<file path="config.mk">
export PLATFORM = sky130hd
export DESIGN_NAME = mpf_write_edge
export DESIGN_NICKNAME = d
export VERILOG_FILES = /design/src/logic/mpf_edge_pkg.sv /design/src/logic/write_heap_ram.sv /design/src/logic/tx_req_fifo.sv /design/src/logic/write_heap_alloc.sv /design/src/logic/write_beat_expander.sv /design/src/logic/mpf_write_edge.sv
export VERILOG_INCLUDE_DIRS = /design/src /design/src/logic
export SDC_FILE = /design/constraint.sdc
export NUM_CORES = 2
export LEC_CHECK = 0
export BUFFER_PORTS_ARGS = -buffer_cell sky130_fd_sc_hd__buf_2
export CAP_MARGIN = 30
export CORE_MARGIN = 2
export CORE_UTILIZATION = 60
export CTS_BUF_LIST = sky130_fd_sc_hd__clkbuf_2
export DETAILED_ROUTE_END_ITERATION = 7
export PLACE_DENSITY_LB_ADDON = 0.1
export SYNTH_ARGS = -nofsm -noshare
export SYNTH_HDL_FRONTEND = slang
export SYNTH_SLANG_ARGS = --single-unit
</file>
<file path="constraint.sdc">
create_clock -name clk -period 6.8 [get_ports clk]
set_input_delay 0.34 -clock clk [delete_from_list [all_inputs] [get_ports clk]]
set_output_delay 0.34 -clock clk [all_outputs]
set_load 0.02 [all_outputs]
</file>
<file path="src/logic/mpf_edge_config.svh">
// Size settings for the FIU write edge, included by the package and any module that sizes storage
`ifndef MPF_EDGE_CONFIG_SVH
`define MPF_EDGE_CONFIG_SVH

// ==========================================================================
// Write heap geometry
// ==========================================================================

// Packet slots in the write heap, one slot per write packet
`define MPF_WR_HEAP_ENTRIES 8

// Largest write packet in cache-line beats
`define MPF_MAX_BEATS 4

// ==========================================================================
// Request channel widths and buffering
// ==========================================================================

`define MPF_DATA_WIDTH 64
`define MPF_ADDR_WIDTH 32

// Header FIFO between decode and execute
`define MPF_TX_FIFO_DEPTH 8
// Almost-full rises at this occupancy, leaving room for in-flight beats
`define MPF_TX_ALM_FULL_THRESHOLD 4

`endif

</file>
<file path="src/logic/mpf_edge_pkg.sv">
// Shared types of the FIU write edge; import it wherever these structs and enums are used
`include "mpf_edge_config.svh"

package mpf_edge_pkg;

    // ======================================================================
    // Scalar types
    // ======================================================================

    // Cache-line address and one beat of line data
    typedef logic [`MPF_ADDR_WIDTH-1:0] t_cl_addr;
    typedef logic [`MPF_DATA_WIDTH-1:0] t_cl_data;

    // Beat number within a packet, also used for a length minus one
    typedef logic [$clog2(`MPF_MAX_BEATS)-1:0] t_cl_num;

    // One heap slot holds a whole packet
    typedef logic [$clog2(`MPF_WR_HEAP_ENTRIES)-1:0] t_heap_idx;

    // RAM word address is the slot followed by the beat number
    typedef logic [$bits(t_heap_idx)+$bits(t_cl_num)-1:0] t_heap_addr;

    typedef enum logic {
        REQ_READ,
        REQ_WRITE
    } t_req_kind;

    // Execute stage 1 either waits for a header or walks the beats of one
    typedef enum logic {
        EXP_IDLE,
        EXP_BEATS
    } t_expand_state;

    // ======================================================================
    // Packed structs
    // ======================================================================

    // Request header, the mdata tag is carried through untouched
    typedef struct packed {
        t_req_kind  kind;
        t_cl_addr   address;
        t_cl_num    cl_len;
        logic       sop;
        logic [7:0] mdata;
    } t_tx_hdr;

    typedef struct packed {
        logic     valid;
        t_tx_hdr  hdr;
        t_cl_data data;
    } t_afu_beat;

    // Header FIFO entry, the slot tells execute where the data waits
    typedef struct packed {
        t_tx_hdr   hdr;
        t_heap_idx heap_idx;
    } t_fifo_req;

    typedef struct packed {
        logic     valid;
        t_tx_hdr  hdr;
        t_cl_data data;
    } t_fiu_tx;

    typedef struct packed {
        logic       en;
        t_heap_addr addr;
        t_cl_data   data;
    } t_heap_wr;

    typedef struct packed {
        logic      en;
        t_heap_idx idx;
    } t_heap_free;

endpackage

</file>
<file path="src/logic/write_heap_ram.sv">
// Write heap data store, one write port from decode and a two-cycle read port for execute
`timescale 1ns/1ps
`include "mpf_edge_config.svh"

module write_heap_ram
(
    input  logic                     clk,

    // Beat data from the decode stage
    input  mpf_edge_pkg::t_heap_wr   wr,

    // Read port, data follows the address by two cycles
    input  mpf_edge_pkg::t_heap_addr raddr,
    output mpf_edge_pkg::t_cl_data   rdata
);

    import mpf_edge_pkg::*;

    // Every slot owns MPF_MAX_BEATS consecutive words
    localparam int N_WORDS = `MPF_WR_HEAP_ENTRIES * `MPF_MAX_BEATS;

    t_cl_data mem [0:N_WORDS-1];

    // Registered read, the first of the two read cycles
    t_cl_data rd_q;

    // ======================================================================
    // Write port
    // ======================================================================

    always_ff @(posedge clk)
    begin
        if (wr.en)
        begin
            mem[wr.addr] <= wr.data;
        end
    end

    // ======================================================================
    // Read port with one extra output stage
    // ======================================================================

    // A read and write to one word in the same cycle return the old word.
    // Decode always finishes writing a packet before execute can see it
    always_ff @(posedge clk)
    begin
        rd_q  <= mem[raddr];
        // Output register, lines rdata up with execute stage 3
        rdata <= rd_q;
    end

endmodule

</file>
<file path="src/logic/tx_req_fifo.sv">
// Header FIFO between decode and execute; distributed-RAM storage with an occupancy threshold
`timescale 1ns/1ps

module tx_req_fifo
#(
    parameter int DEPTH     = 8,
    parameter int THRESHOLD = 4
)
(
    input  logic                    clk,
    input  logic                    reset,

    input  logic                    enq_en,
    input  mpf_edge_pkg::t_fifo_req enq_data,
    output logic                    almost_full,

    output mpf_edge_pkg::t_fifo_req first,
    output logic                    not_empty,
    input  logic                    deq_en
);

    import mpf_edge_pkg::*;

    localparam int PTR_W = $clog2(DEPTH);
    localparam int CNT_W = $clog2(DEPTH + 1);

    t_fifo_req mem [0:DEPTH-1];

    logic [PTR_W-1:0] wr_ptr;
    logic [PTR_W-1:0] rd_ptr;
    logic [CNT_W-1:0] count;

    // Head entry is read without a clock, like a LUTRAM
    assign first       = mem[rd_ptr];
    assign not_empty   = (count != '0);
    assign almost_full = (count >= CNT_W'(THRESHOLD));

    // Storage carries no reset, only the pointers do
    always_ff @(posedge clk)
    begin
        if (enq_en)
        begin
            mem[wr_ptr] <= enq_data;
        end
    end

    always_ff @(posedge clk)
    begin
        if (reset)
        begin
            wr_ptr <= '0;
            rd_ptr <= '0;
            count  <= '0;
        end
        else
        begin
            if (enq_en)
            begin
                // Wrap explicitly so that any depth works
                wr_ptr <= (wr_ptr == PTR_W'(DEPTH - 1)) ? '0 : wr_ptr + 1'b1;
            end

            if (deq_en)
            begin
                rd_ptr <= (rd_ptr == PTR_W'(DEPTH - 1)) ? '0 : rd_ptr + 1'b1;
            end

            // Simultaneous enqueue and dequeue leave the count alone
            if (enq_en && !deq_en)
            begin
                count <= count + 1'b1;
            end
            else if (deq_en && !enq_en)
            begin
                count <= count - 1'b1;
            end
        end
    end

    // Decode honours almost_full, so the last slots are never reached
    assert property (@(posedge clk) disable iff (reset)
        enq_en |-> (count != CNT_W'(DEPTH)))
        else $error("tx_req_fifo: enqueue while full");

    assert property (@(posedge clk) disable iff (reset)
        deq_en |-> not_empty)
        else $error("tx_req_fifo: dequeue while empty");

endmodule

</file>
<file path="src/logic/write_heap_alloc.sv">
// Decode stage of the write edge: hands out heap slots, stores beat data and queues headers
`timescale 1ns/1ps
`include "mpf_edge_config.svh"

module write_heap_alloc
(
    input  logic                     clk,
    input  logic                     reset,

    // Accelerator request channel
    input  mpf_edge_pkg::t_afu_beat  afu_tx,
    output logic                     afu_alm_full,

    // Header FIFO back-pressure and slot release from execute
    input  logic                     fifo_alm_full,
    input  mpf_edge_pkg::t_heap_free heap_free,

    output mpf_edge_pkg::t_heap_wr   heap_wr,
    output logic                     enq_en,
    output mpf_edge_pkg::t_fifo_req  enq_data
);

    import mpf_edge_pkg::*;

    // One busy bit per packet slot
    logic [`MPF_WR_HEAP_ENTRIES-1:0] busy;
    t_heap_idx free_idx;
    logic      any_free;

    // Packet in progress, held from its first beat
    logic      in_pkt;
    t_tx_hdr   pkt_hdr;
    t_heap_idx pkt_idx;
    t_cl_num   beat_cnt;

    // Values for the beat on the input this cycle
    t_tx_hdr   cur_hdr;
    t_heap_idx cur_slot;
    t_cl_num   cur_beat;
    logic      is_write;
    logic      last_beat;
    logic      alloc;

    // Lowest free slot wins, so scan from the top down
    always_comb
    begin
        free_idx = '0;
        for (int i = `MPF_WR_HEAP_ENTRIES - 1; i >= 0; i--)
        begin
            if (!busy[i])
            begin
                free_idx = t_heap_idx'(i);
            end
        end
        any_free = |(~busy);
    end

    // New packets stop while the FIFO fills up or the heap is exhausted
    assign afu_alm_full = fifo_alm_full || !any_free;

    always_comb
    begin
        // The first beat's header governs the whole packet
        cur_hdr   = in_pkt ? pkt_hdr : afu_tx.hdr;
        cur_slot  = in_pkt ? pkt_idx : free_idx;
        cur_beat  = in_pkt ? beat_cnt : '0;
        is_write  = afu_tx.valid && (cur_hdr.kind == REQ_WRITE);
        last_beat = (cur_beat == cur_hdr.cl_len);
        alloc     = is_write && !in_pkt;

        heap_wr.en   = is_write;
        heap_wr.addr = {cur_slot, cur_beat};
        heap_wr.data = afu_tx.data;

        // Reads go straight in, writes only once all data is stored
        enq_en            = afu_tx.valid && ((cur_hdr.kind == REQ_READ) || last_beat);
        enq_data.hdr      = cur_hdr;
        enq_data.heap_idx = cur_slot;
    end

    always_ff @(posedge clk)
    begin
        if (reset)
        begin
            busy   <= '0;
            in_pkt <= 1'b0;
        end
        else
        begin
            // A freed slot is never the one being allocated, it was busy
            if (heap_free.en)
            begin
                busy[heap_free.idx] <= 1'b0;
            end
            if (alloc)
            begin
                busy[cur_slot] <= 1'b1;
            end
            if (is_write)
            begin
                in_pkt <= !last_beat;
            end
        end
    end

    // Packet bookkeeping, only meaningful while in_pkt is set
    always_ff @(posedge clk)
    begin
        if (alloc)
        begin
            pkt_hdr <= afu_tx.hdr;
            pkt_idx <= free_idx;
        end
        if (is_write)
        begin
            beat_cnt <= t_cl_num'(cur_beat + 1'b1);
        end
    end

    // The accelerator saw afu_alm_full before starting this packet
    assert property (@(posedge clk) disable iff (reset)
        alloc |-> any_free)
        else $error("write_heap_alloc: write packet started with no free slot");

    // Execute only retires packets that decode allocated
    assert property (@(posedge clk) disable iff (reset)
        heap_free.en |-> busy[heap_free.idx])
        else $error("write_heap_alloc: freed a slot that was not busy");

endmodule

</file>
<file path="src/logic/write_beat_expander.sv">
// Execute stage of the write edge: expands queued writes into beats and drives the FIU channel
`timescale 1ns/1ps

module write_beat_expander
(
    input  logic                     clk,
    input  logic                     reset,

    // Header FIFO head
    input  mpf_edge_pkg::t_fifo_req  fifo_first,
    input  logic                     fifo_not_empty,
    output logic                     fifo_deq,

    // Heap read port, data returns two cycles after the address
    output mpf_edge_pkg::t_heap_addr heap_raddr,
    input  mpf_edge_pkg::t_cl_data   heap_rdata,

    // Slot release back to decode
    output mpf_edge_pkg::t_heap_free heap_free,

    input  logic                     fiu_alm_full,
    output mpf_edge_pkg::t_fiu_tx    fiu_tx
);

    import mpf_edge_pkg::*;

    // Stage 1 holds the packet being expanded
    t_expand_state stg1_state;
    t_tx_hdr       stg1_hdr;
    t_heap_idx     stg1_heap_idx;
    t_cl_num       stg1_beat_idx;
    t_cl_num       stg1_beats_rem;

    // Stages 2 and 3 carry beat headers while the heap read completes
    logic    stg2_valid;
    t_tx_hdr stg2_hdr;
    logic    stg3_valid;
    t_tx_hdr stg3_hdr;

    logic    may_fire;
    logic    stg1_busy;
    logic    packet_done;
    logic    stg1_is_write;
    t_tx_hdr beat_hdr;

    // ======================================================================
    // Stage 1 control
    // ======================================================================

    always_comb
    begin
        may_fire      = !fiu_alm_full;
        stg1_busy     = (stg1_state == EXP_BEATS);
        stg1_is_write = (stg1_hdr.kind == REQ_WRITE);

        // Last beat of the packet leaves stage 1 this cycle
        packet_done = may_fire && stg1_busy && (stg1_beats_rem == '0);

        // Refill as the current packet finishes so packets run back to back
        fifo_deq = fifo_not_empty && (!stg1_busy || packet_done);

        // Heap word for the beat that stage 1 is issuing
        heap_raddr = {stg1_heap_idx, stg1_beat_idx};

        // Writes get per-beat sop and address, reads keep their header
        beat_hdr = stg1_hdr;
        if (stg1_is_write)
        begin
            beat_hdr.sop = (stg1_beat_idx == '0);
            beat_hdr.address[$bits(t_cl_num)-1:0] =
                stg1_hdr.address[$bits(t_cl_num)-1:0] | stg1_beat_idx;
        end
    end

    always_ff @(posedge clk)
    begin
        if (reset)
        begin
            stg1_state <= EXP_IDLE;
        end
        else if (fifo_deq)
        begin
            stg1_state <= EXP_BEATS;
        end
        else if (packet_done)
        begin
            stg1_state <= EXP_IDLE;
        end
    end

    always_ff @(posedge clk)
    begin
        if (fifo_deq)
        begin
            stg1_hdr      <= fifo_first.hdr;
            stg1_heap_idx <= fifo_first.heap_idx;
            stg1_beat_idx <= '0;
            // A read is one beat whatever its cl_len field holds
            stg1_beats_rem <= (fifo_first.hdr.kind == REQ_WRITE) ? fifo_first.hdr.cl_len : '0;
        end
        else if (may_fire && stg1_busy)
        begin
            // Middle of a multi-beat write
            stg1_beat_idx  <= t_cl_num'(stg1_beat_idx + 1'b1);
            stg1_beats_rem <= t_cl_num'(stg1_beats_rem - 1'b1);
        end
    end

    // ======================================================================
    // Stages 2 and 3
    // ======================================================================

    // FIU back-pressure inserts bubbles at stage 2, stage 3 always moves
    always_ff @(posedge clk)
    begin
        if (reset)
        begin
            stg2_valid <= 1'b0;
            stg3_valid <= 1'b0;
            heap_free.en <= 1'b0;
        end
        else
        begin
            stg2_valid   <= may_fire && stg1_busy;
            stg3_valid   <= stg2_valid;
            // Slot goes back to decode the cycle after its last beat is read
            heap_free.en <= packet_done && stg1_is_write;
        end
    end

    always_ff @(posedge clk)
    begin
        stg2_hdr      <= beat_hdr;
        stg3_hdr      <= stg2_hdr;
        heap_free.idx <= stg1_heap_idx;
    end

    // Heap data lands in step with stage 3, reads carry don't-care data
    assign fiu_tx.valid = stg3_valid;
    assign fiu_tx.hdr   = stg3_hdr;
    assign fiu_tx.data  = heap_rdata;

    // Two stages drain after back-pressure, then the channel goes quiet
    assert property (@(posedge clk) disable iff (reset)
        fiu_alm_full [*3] |-> !fiu_tx.valid)
        else $error("write_beat_expander: beat sent under sustained back-pressure");

endmodule

</file>
<file path="src/logic/mpf_write_edge.sv">
// Top of the FIU write edge: decode, header FIFO, write heap and execute between accelerator and FIU
`timescale 1ns/1ps
`include "mpf_edge_config.svh"

module mpf_write_edge
(
    input  logic                    clk,
    input  logic                    reset,

    // Accelerator side
    input  mpf_edge_pkg::t_afu_beat afu_tx,
    output logic                    afu_alm_full,

    // FIU side
    output mpf_edge_pkg::t_fiu_tx   fiu_tx,
    input  logic                    fiu_alm_full
);

    import mpf_edge_pkg::*;

    t_heap_wr   heap_wr;
    t_heap_addr heap_raddr;
    t_cl_data   heap_rdata;
    t_heap_free heap_free;

    logic       enq_en;
    t_fifo_req  enq_data;
    logic       fifo_alm_full;
    t_fifo_req  fifo_first;
    logic       fifo_not_empty;
    logic       fifo_deq;

    // ======================================================================
    // Decode, buffering, storage and execute
    // ======================================================================

    write_heap_alloc decode (
        .clk, .reset,
        .afu_tx, .afu_alm_full,
        .fifo_alm_full, .heap_free,
        .heap_wr, .enq_en, .enq_data
    );

    tx_req_fifo #(
        .DEPTH(`MPF_TX_FIFO_DEPTH),
        .THRESHOLD(`MPF_TX_ALM_FULL_THRESHOLD)
    ) req_fifo (
        .clk, .reset,
        .enq_en, .enq_data, .almost_full(fifo_alm_full),
        .first(fifo_first), .not_empty(fifo_not_empty), .deq_en(fifo_deq)
    );

    write_heap_ram heap (
        .clk,
        .wr(heap_wr), .raddr(heap_raddr), .rdata(heap_rdata)
    );

    write_beat_expander execute (
        .clk, .reset,
        .fifo_first, .fifo_not_empty, .fifo_deq,
        .heap_raddr, .heap_rdata, .heap_free,
        .fiu_alm_full, .fiu_tx
    );

endmodule

</file>
# Word level (Yosys, flattened, before mapping)

Memory sizes are Yosys's and may differ from the RTL's. A register that Yosys moved wholly into a read port is not among the register bits.
Cells that the tools add are included.

Flip-flop bits (word level): 278
Bits in writable memories: 2424
Bits of input ports: 112
Output and inout port bits: 110
Word-level logic and storage cells: 122
Memories kept: 2

Memories:

| memory       | words | width | rd ports | clocked after memory_dff | wr ports | line                 | text |
|---|---|---|---|---|---|---|---|
| heap.mem     | 32    | 64    | 1        | 1                        | 1        | write_heap_ram.sv:22 | `t_cl_data mem [0:N_WORDS-1];` |
| req_fifo.mem | 8     | 47    | 1        | 1                        | 1        | tx_req_fifo.sv:27    | `t_fifo_req mem [0:DEPTH-1];` |

$add $sub $neg: 7
Magnitude comparators: 5
Equality and inequality tests: 3
Multiplexer cells: 35
Bitwise gates (word level): 6
Reduce and logical (&&, ||, !) cells: 28

Operators with widths:

| kind                                                        | number |
|---|---|
| 2-to-1 mux 44 bit                                           | 1 |
| 2-to-1 mux 3 bit                                            | 13 |
| 2-to-1 mux 8 bit                                            | 3 |
| NOT 8 bit                                                   | 2 |
| logical AND 1 bit                                           | 11 |
| 2-to-1 mux 2 bit                                            | 5 |
| 2-to-1 mux 1 bit                                            | 9 |
| bitwise AND 8 bit                                           | 1 |
| less-than comparator 3 x 4 -> 1 bit (second input constant) | 2 |
| 2-to-1 mux 4 bit                                            | 2 |
| bitwise OR 8 bit                                            | 1 |
| OR reduction 8 bit                                          | 1 |
| zero test 1 bit                                             | 7 |
| adder 3 x 1 -> 3 bit (second input constant)                | 2 |
| demux 1 bit (select 3 bit)                                  | 2 |
| equality test 3 bit (second input constant)                 | 2 |
| >= comparator 3 x 1 -> 1 bit (second input constant)        | 2 |
| nonzero test 2 bit                                          | 3 |
| adder 2 x 1 -> 2 bit (second input constant)                | 2 |
| adder 4 x 1 -> 4 bit (second input constant)                | 1 |
| >= comparator 4 x 3 -> 1 bit (second input constant)        | 1 |
| zero test 2 bit                                             | 2 |
| nonzero test 4 bit                                          | 1 |
| subtractor 4 x 1 -> 4 bit (second input constant)           | 1 |
| other kinds (5)                                             | 7 |

# Logic depth before layout (Yosys ltp)

Depth in word-level cells: 15
Gate-level depth with buffers: 15
Gate-level depth less buffers: 14

# By module

A second synthesis with hierarchy kept.

Cell total of the unflattened synthesis: 4267
Area total of the unflattened synthesis: 102215.5 um^2

By module, submodules not included:

| module              | times used | cells an instance | area each (um^2) | seq. area each (um^2) |
|---|---|---|---|---|
| write_heap_ram      | 1          | 3161              | 80245.7          | 64061.4 |
| tx_req_fifo         | 1          | 618               | 14740.4          | 11551.1 |
| write_beat_expander | 1          | 240               | 4086.4           | 3413.3 |
| write_heap_alloc    | 1          | 248               | 3143.0           | 1651.6 |

# Worst setup path after synthesis

OpenSTA, ideal clock, no wires.

Path kind: register to register
Start: register decode.in_pkt
End: memory req_fifo.mem[3][0] (netlist name) (enable)
Setup time: 0.520 ns
Arrival time: 4.844 ns
Required time: 6.280 ns
Path slack: 1.436 ns
Stages on the path, launching flop included: 7
Buffers on the path: 1
Period minus slack after synthesis: 5.364 ns
Cells stage by stage: dfxtp_1 -> clkbuf_1 -> nor3_1 -> a31oi_1 -> a21boi_1 -> nand2_1 -> nor3b_1

Word-level cells in the longest chain between the ends: 6
Elaborated cells on any way between the ends: 8
Those cells by class: eq/ne (1); mux (4); bitwise (1); reduce/logical (2)

Ends and longest elaborated chain:

| item                                                         | line                                           | text |
|---|---|---|
| start, declared                                              | write_heap_alloc.sv:31                         | `logic in_pkt;` |
| start signal, assigned                                       | write_heap_alloc.sv:101                        | `in_pkt <= !last_beat;` |
| 2-to-1 mux 2 bit / 2-to-1 mux 44 bit (equally long branches) | write_heap_alloc.sv:66, write_heap_alloc.sv:64 |  |
| equality test 2 bit / NOT 1 bit (equally long branches)      | write_heap_alloc.sv:68, write_heap_alloc.sv:76 |  |
| logical OR 1 bit (*)                                         | write_heap_alloc.sv:76                         | `enq_en = afu_tx.valid && ((cur_hdr.kind == REQ_READ) \|\| last_beat);` |
| logical AND 1 bit (*)                                        | write_heap_alloc.sv:76                         |  |
| via decode.enq_en                                            | write_heap_alloc.sv:19                         | `output logic enq_en,` |
| 2-to-1 mux 1 bit (*)                                         | tx_req_fifo.sv:41                              | `if (enq_en)` |
| 2-to-1 mux 1 bit (not written as such) (*)                   | tx_req_fifo.sv:43                              | `mem[wr_ptr] <= enq_data;` |
| end, declared                                                | tx_req_fifo.sv:27                              |  |

The timed path passes the listed nets; every way through them passes the cells marked *.

==> flow_summary.ini <==
[synthesis]
synthCells = 4391
synth_edf_count = 2522
syn_avg_cell_area_um2 = 23.1
syn_area_mm2 = 0.101
syn-num-nets = 4517
synth_cell_types = 48
ys_seq_area_share_pct = 79.5
synth-seq-cells = 2769
synth_top_flop_cell = edfxtp_1
async_reset_ff_share_pct = 0
yosysWarningCount = 0

[worst_hold_path]
hold_start = afu_tx[38]
whs_endpoint = heap.mem[24][38]$_DFFE_PP_
holdPathStages = 3
min_path_type = in2reg

[clock_network]
cts.sinks = 2769
path_clk_slew_ns = 0.10
numCtsBuffers = 673
ctsRootBufferMaster = clkbuf_2
cts_tree = done
cts_buffer_depth = 4
post_cts_buffers = 0
clkLatencyLatePin_ns = 1.85
ctsHtreeMaxLevel = 6
cts_resized = 0
cts_hold_buffers = 339

[power]
sw_frac_of_total_pct = 30.1
p_clk_share_pct = 26.5
p_int_mw = 28.0
power_mw = 40.1
ir_drop_v = 0.000420
p_comb_share_pct = 23.0
power_density_mw_per_mm2 = 345
power.switching_mw = 12.1
p_leak_nw = 38.9
p_seq_share_pct = 50.4

[grt]
grt_start_max_net_pins = 124
grt_pass1_wl_mm = 342
antenna_found_initial = 11
grt-ovfl-total = 0
first_global_vias = 52332
grt_usage_pct = 27.5

[floorplan]
initial_core_util_pct = 60.5
core_area_mm2 = 0.168
die-width_um = 415
dieArea_mm2 = 0.172
die_h_um = 415
ioPinCount = 222
num_rows = 150

[timing]
setup_viol = 0
finalClockSkew_ns = 0.132
tns_ns = 0
fin_crit_ns = 3.91
slew_viol_final = 0
fmax_mhz = 256
hold_viol = 0
slew_headroom_pct = 20.3
rsz0062_at_grt = no
post-route-period-util_pct = 57.6
worst_slew_pin_slew_ns = 1.20

[detailed_routing]
ant_nets = 0
route.vias.total = 50172
drt-pass1-iter-count = 5
drc = 0
drt_wl_total_mm = 235
first_iter_violations = 5360
wire_per_inst_um = 28.3
vias_per_cell = 6.05

[worst_setup_path]
crit_type = reg2reg
start_kind = flip-flop
cp.arrival_ns = 5.32
setup.worst_path.start = decode.in_pkt$_SDFFE_PP0P_
worstPathRequired_ns = 8.20
r2r-start = decode.in_pkt$_SDFFE_PP0P_
reg2reg_depth = 5
critPathMaxFanout = 32
r2r_end = heap.mem[19][31]$_DFFE_PP_
cp-end-kind = flip-flop
regToRegSetupSlack_ns = 2.89

[finish]
drive_above_1_share_pct = 37.8
syn_to_final_growth_pct = 14.4
nets = 5687
layout_commonest_cell = edfxtp_1
fill_cells = 10549
layoutNonFillerInstCount = 8296
mostFrequentLayoutCells = edfxtp_1 (2522), clkbuf_2 (1014), mux4_2 (632), dlygate4sd3_1 (315), dfxtp_1 (241)

[placed_design]
port_buffers = 221
place_hpwl_mm = 123
dp_cells = 6714
gp_congestion = 0.800

[run]
drv_cap = 0

[outcome]
outcome = finished, final reports clean
power by group through the flow:
| stage | combinational, mW | clock, mW | sequential [mW] |
|---|---|---|---|
| final | 9.23 | 10.6 | 20.2 |
| after global routing | 9.80 | 11.8 | 20.3 |
| after CTS | 9.25 | 10.9 | 20.2 |
| after detailed placement | 9.00 | 0 | 20.6 |
| after global placement | 8.96 | 0 | 20.6 |
| after floorplan | 5.82 | 0 | 20.7 |
state kept, by name (all words and copies together), names as in the netlist, 4 cells and up, named ones only:
signal             flops
heap.rd_q             64
execute.beat_hdr      40
req_fifo.mem         376
heap.mem            2048
heap.rdata            64
decode.pkt_hdr        44
execute.heap_free      4
req_fifo.count         4
execute.fiu_tx        44
decode.busy            8
execute.stg2_hdr      44
area by class of cell:
type / count / area (um^2) / area share, %
well taps: 2204 / 2760 / 2.38
clock inverters: 181 / 923 / 0.795
clock buffers: 1014 / 5070 / 4.37
inverters: 14 / 57.6 / 0.0496
repair buffers: 709 / 6600 / 5.68
multi-input cells: 1394 / 20000 / 17.2
flip-flops and latches: 2769 / 80700 / 69.5
diodes: 11 / 27.5 / 0.0237
worst max-delay path, cell delays in order (launching register included):
cell and delay (ns):
dfxtp_2 0.87, mux2_2 0.47, and2_1 0.29, nand4_1 0.43, nor2_4 0.77, buf_4 0.66
synth_stat cells, types with 6 or more instances:
master / n / area [um^2]
a211oi_1: 6 / 45.0
a221oi_1: 21 / 184
o22ai_1: 17 / 106
mux2i_1: 93 / 931
clkbuf_1: 80 / 300
dfxtp_1: 247 / 4940
a32oi_1: 7 / 61.3
o21ai_0: 42 / 210
nor2b_1: 6 / 37.5
mux2_2: 160 / 1800
ha_1: 13 / 163
buf_2: 67 / 335
a31oi_1: 16 / 100
edfxtp_1: 2522 / 75700
a21oi_1: 45 / 225
o211ai_1: 11 / 82.6
buf_1: 24 / 90.1
a21boi_0: 7 / 52.6
buf_6: 8 / 90.1
nor2_1: 59 / 221
buf_4: 35 / 263
nand2_1: 186 / 698
nand3_1: 13 / 65.1
mux4_2: 632 / 14200
a22oi_1: 7 / 52.6
inv_1: 12 / 45.0
through the flow:
stage | instance area, um^2 | hold slack, ns | util (%) | setup slack [ns]
6_report | 116000 | 0.182 | 69.3 | 2.89
3_3_place_gp | 106000 | 0.310 | 63.0 | 2.58
5_1_grt | 116000 | -0.0196 | 69.3 | 2.61
2_1_floorplan | 101000 | 0.310 | - | 1.44
4_1_cts | 115000 | 0.0510 | 68.9 | 2.89
3_5_place_dp | 106000 | 0.312 | 63.1 | 2.89
cells by family after synthesis:
group / count (synthesis) / share of synthesized area [%]
AO/OA/AOI/OAI: 195 / 1.24
buffers and inverters: 228 / 1.11
XOR/XNOR: 6 / 0.0518
AND/OR/NAND/NOR: 294 / 1.19
multiplexers: 885 / 16.7
adder cells (fa/ha/maj): 14 / 0.180
flip-flops: 2769 / 79.5
worst max path at each step:
stage	to	slack, ns
after floorplan	req_fifo.mem[3][0]$_DFFE_PP_	1.44
after global placement	heap.mem[26][35]$_DFFE_PP_	2.58
after detailed placement	heap.mem[19][33]$_DFFE_PP_	2.89
after CTS	heap.mem[23][57]$_DFFE_PP_	2.89
after global routing	req_fifo.count[2]$_SDFFE_PP0P_	2.61
final	heap.mem[19][31]$_DFFE_PP_	2.89
routing by layer:
| layer | wire length, um | vias to the layer above | global-route usage [%] |
|---|---|---|---|
| li1 | - | 21167 | - |
| met1 | 92400 | 26094 | 38.7 |
| met2 | 113000 | 2555 | 42.5 |
| met3 | 23500 | 352 | 7.77 |
| met4 | 5600 | 4 | 8.90 |
| met5 | 23 | - | 0 |
No activity file was read; power rests on OpenSTA's default activity.
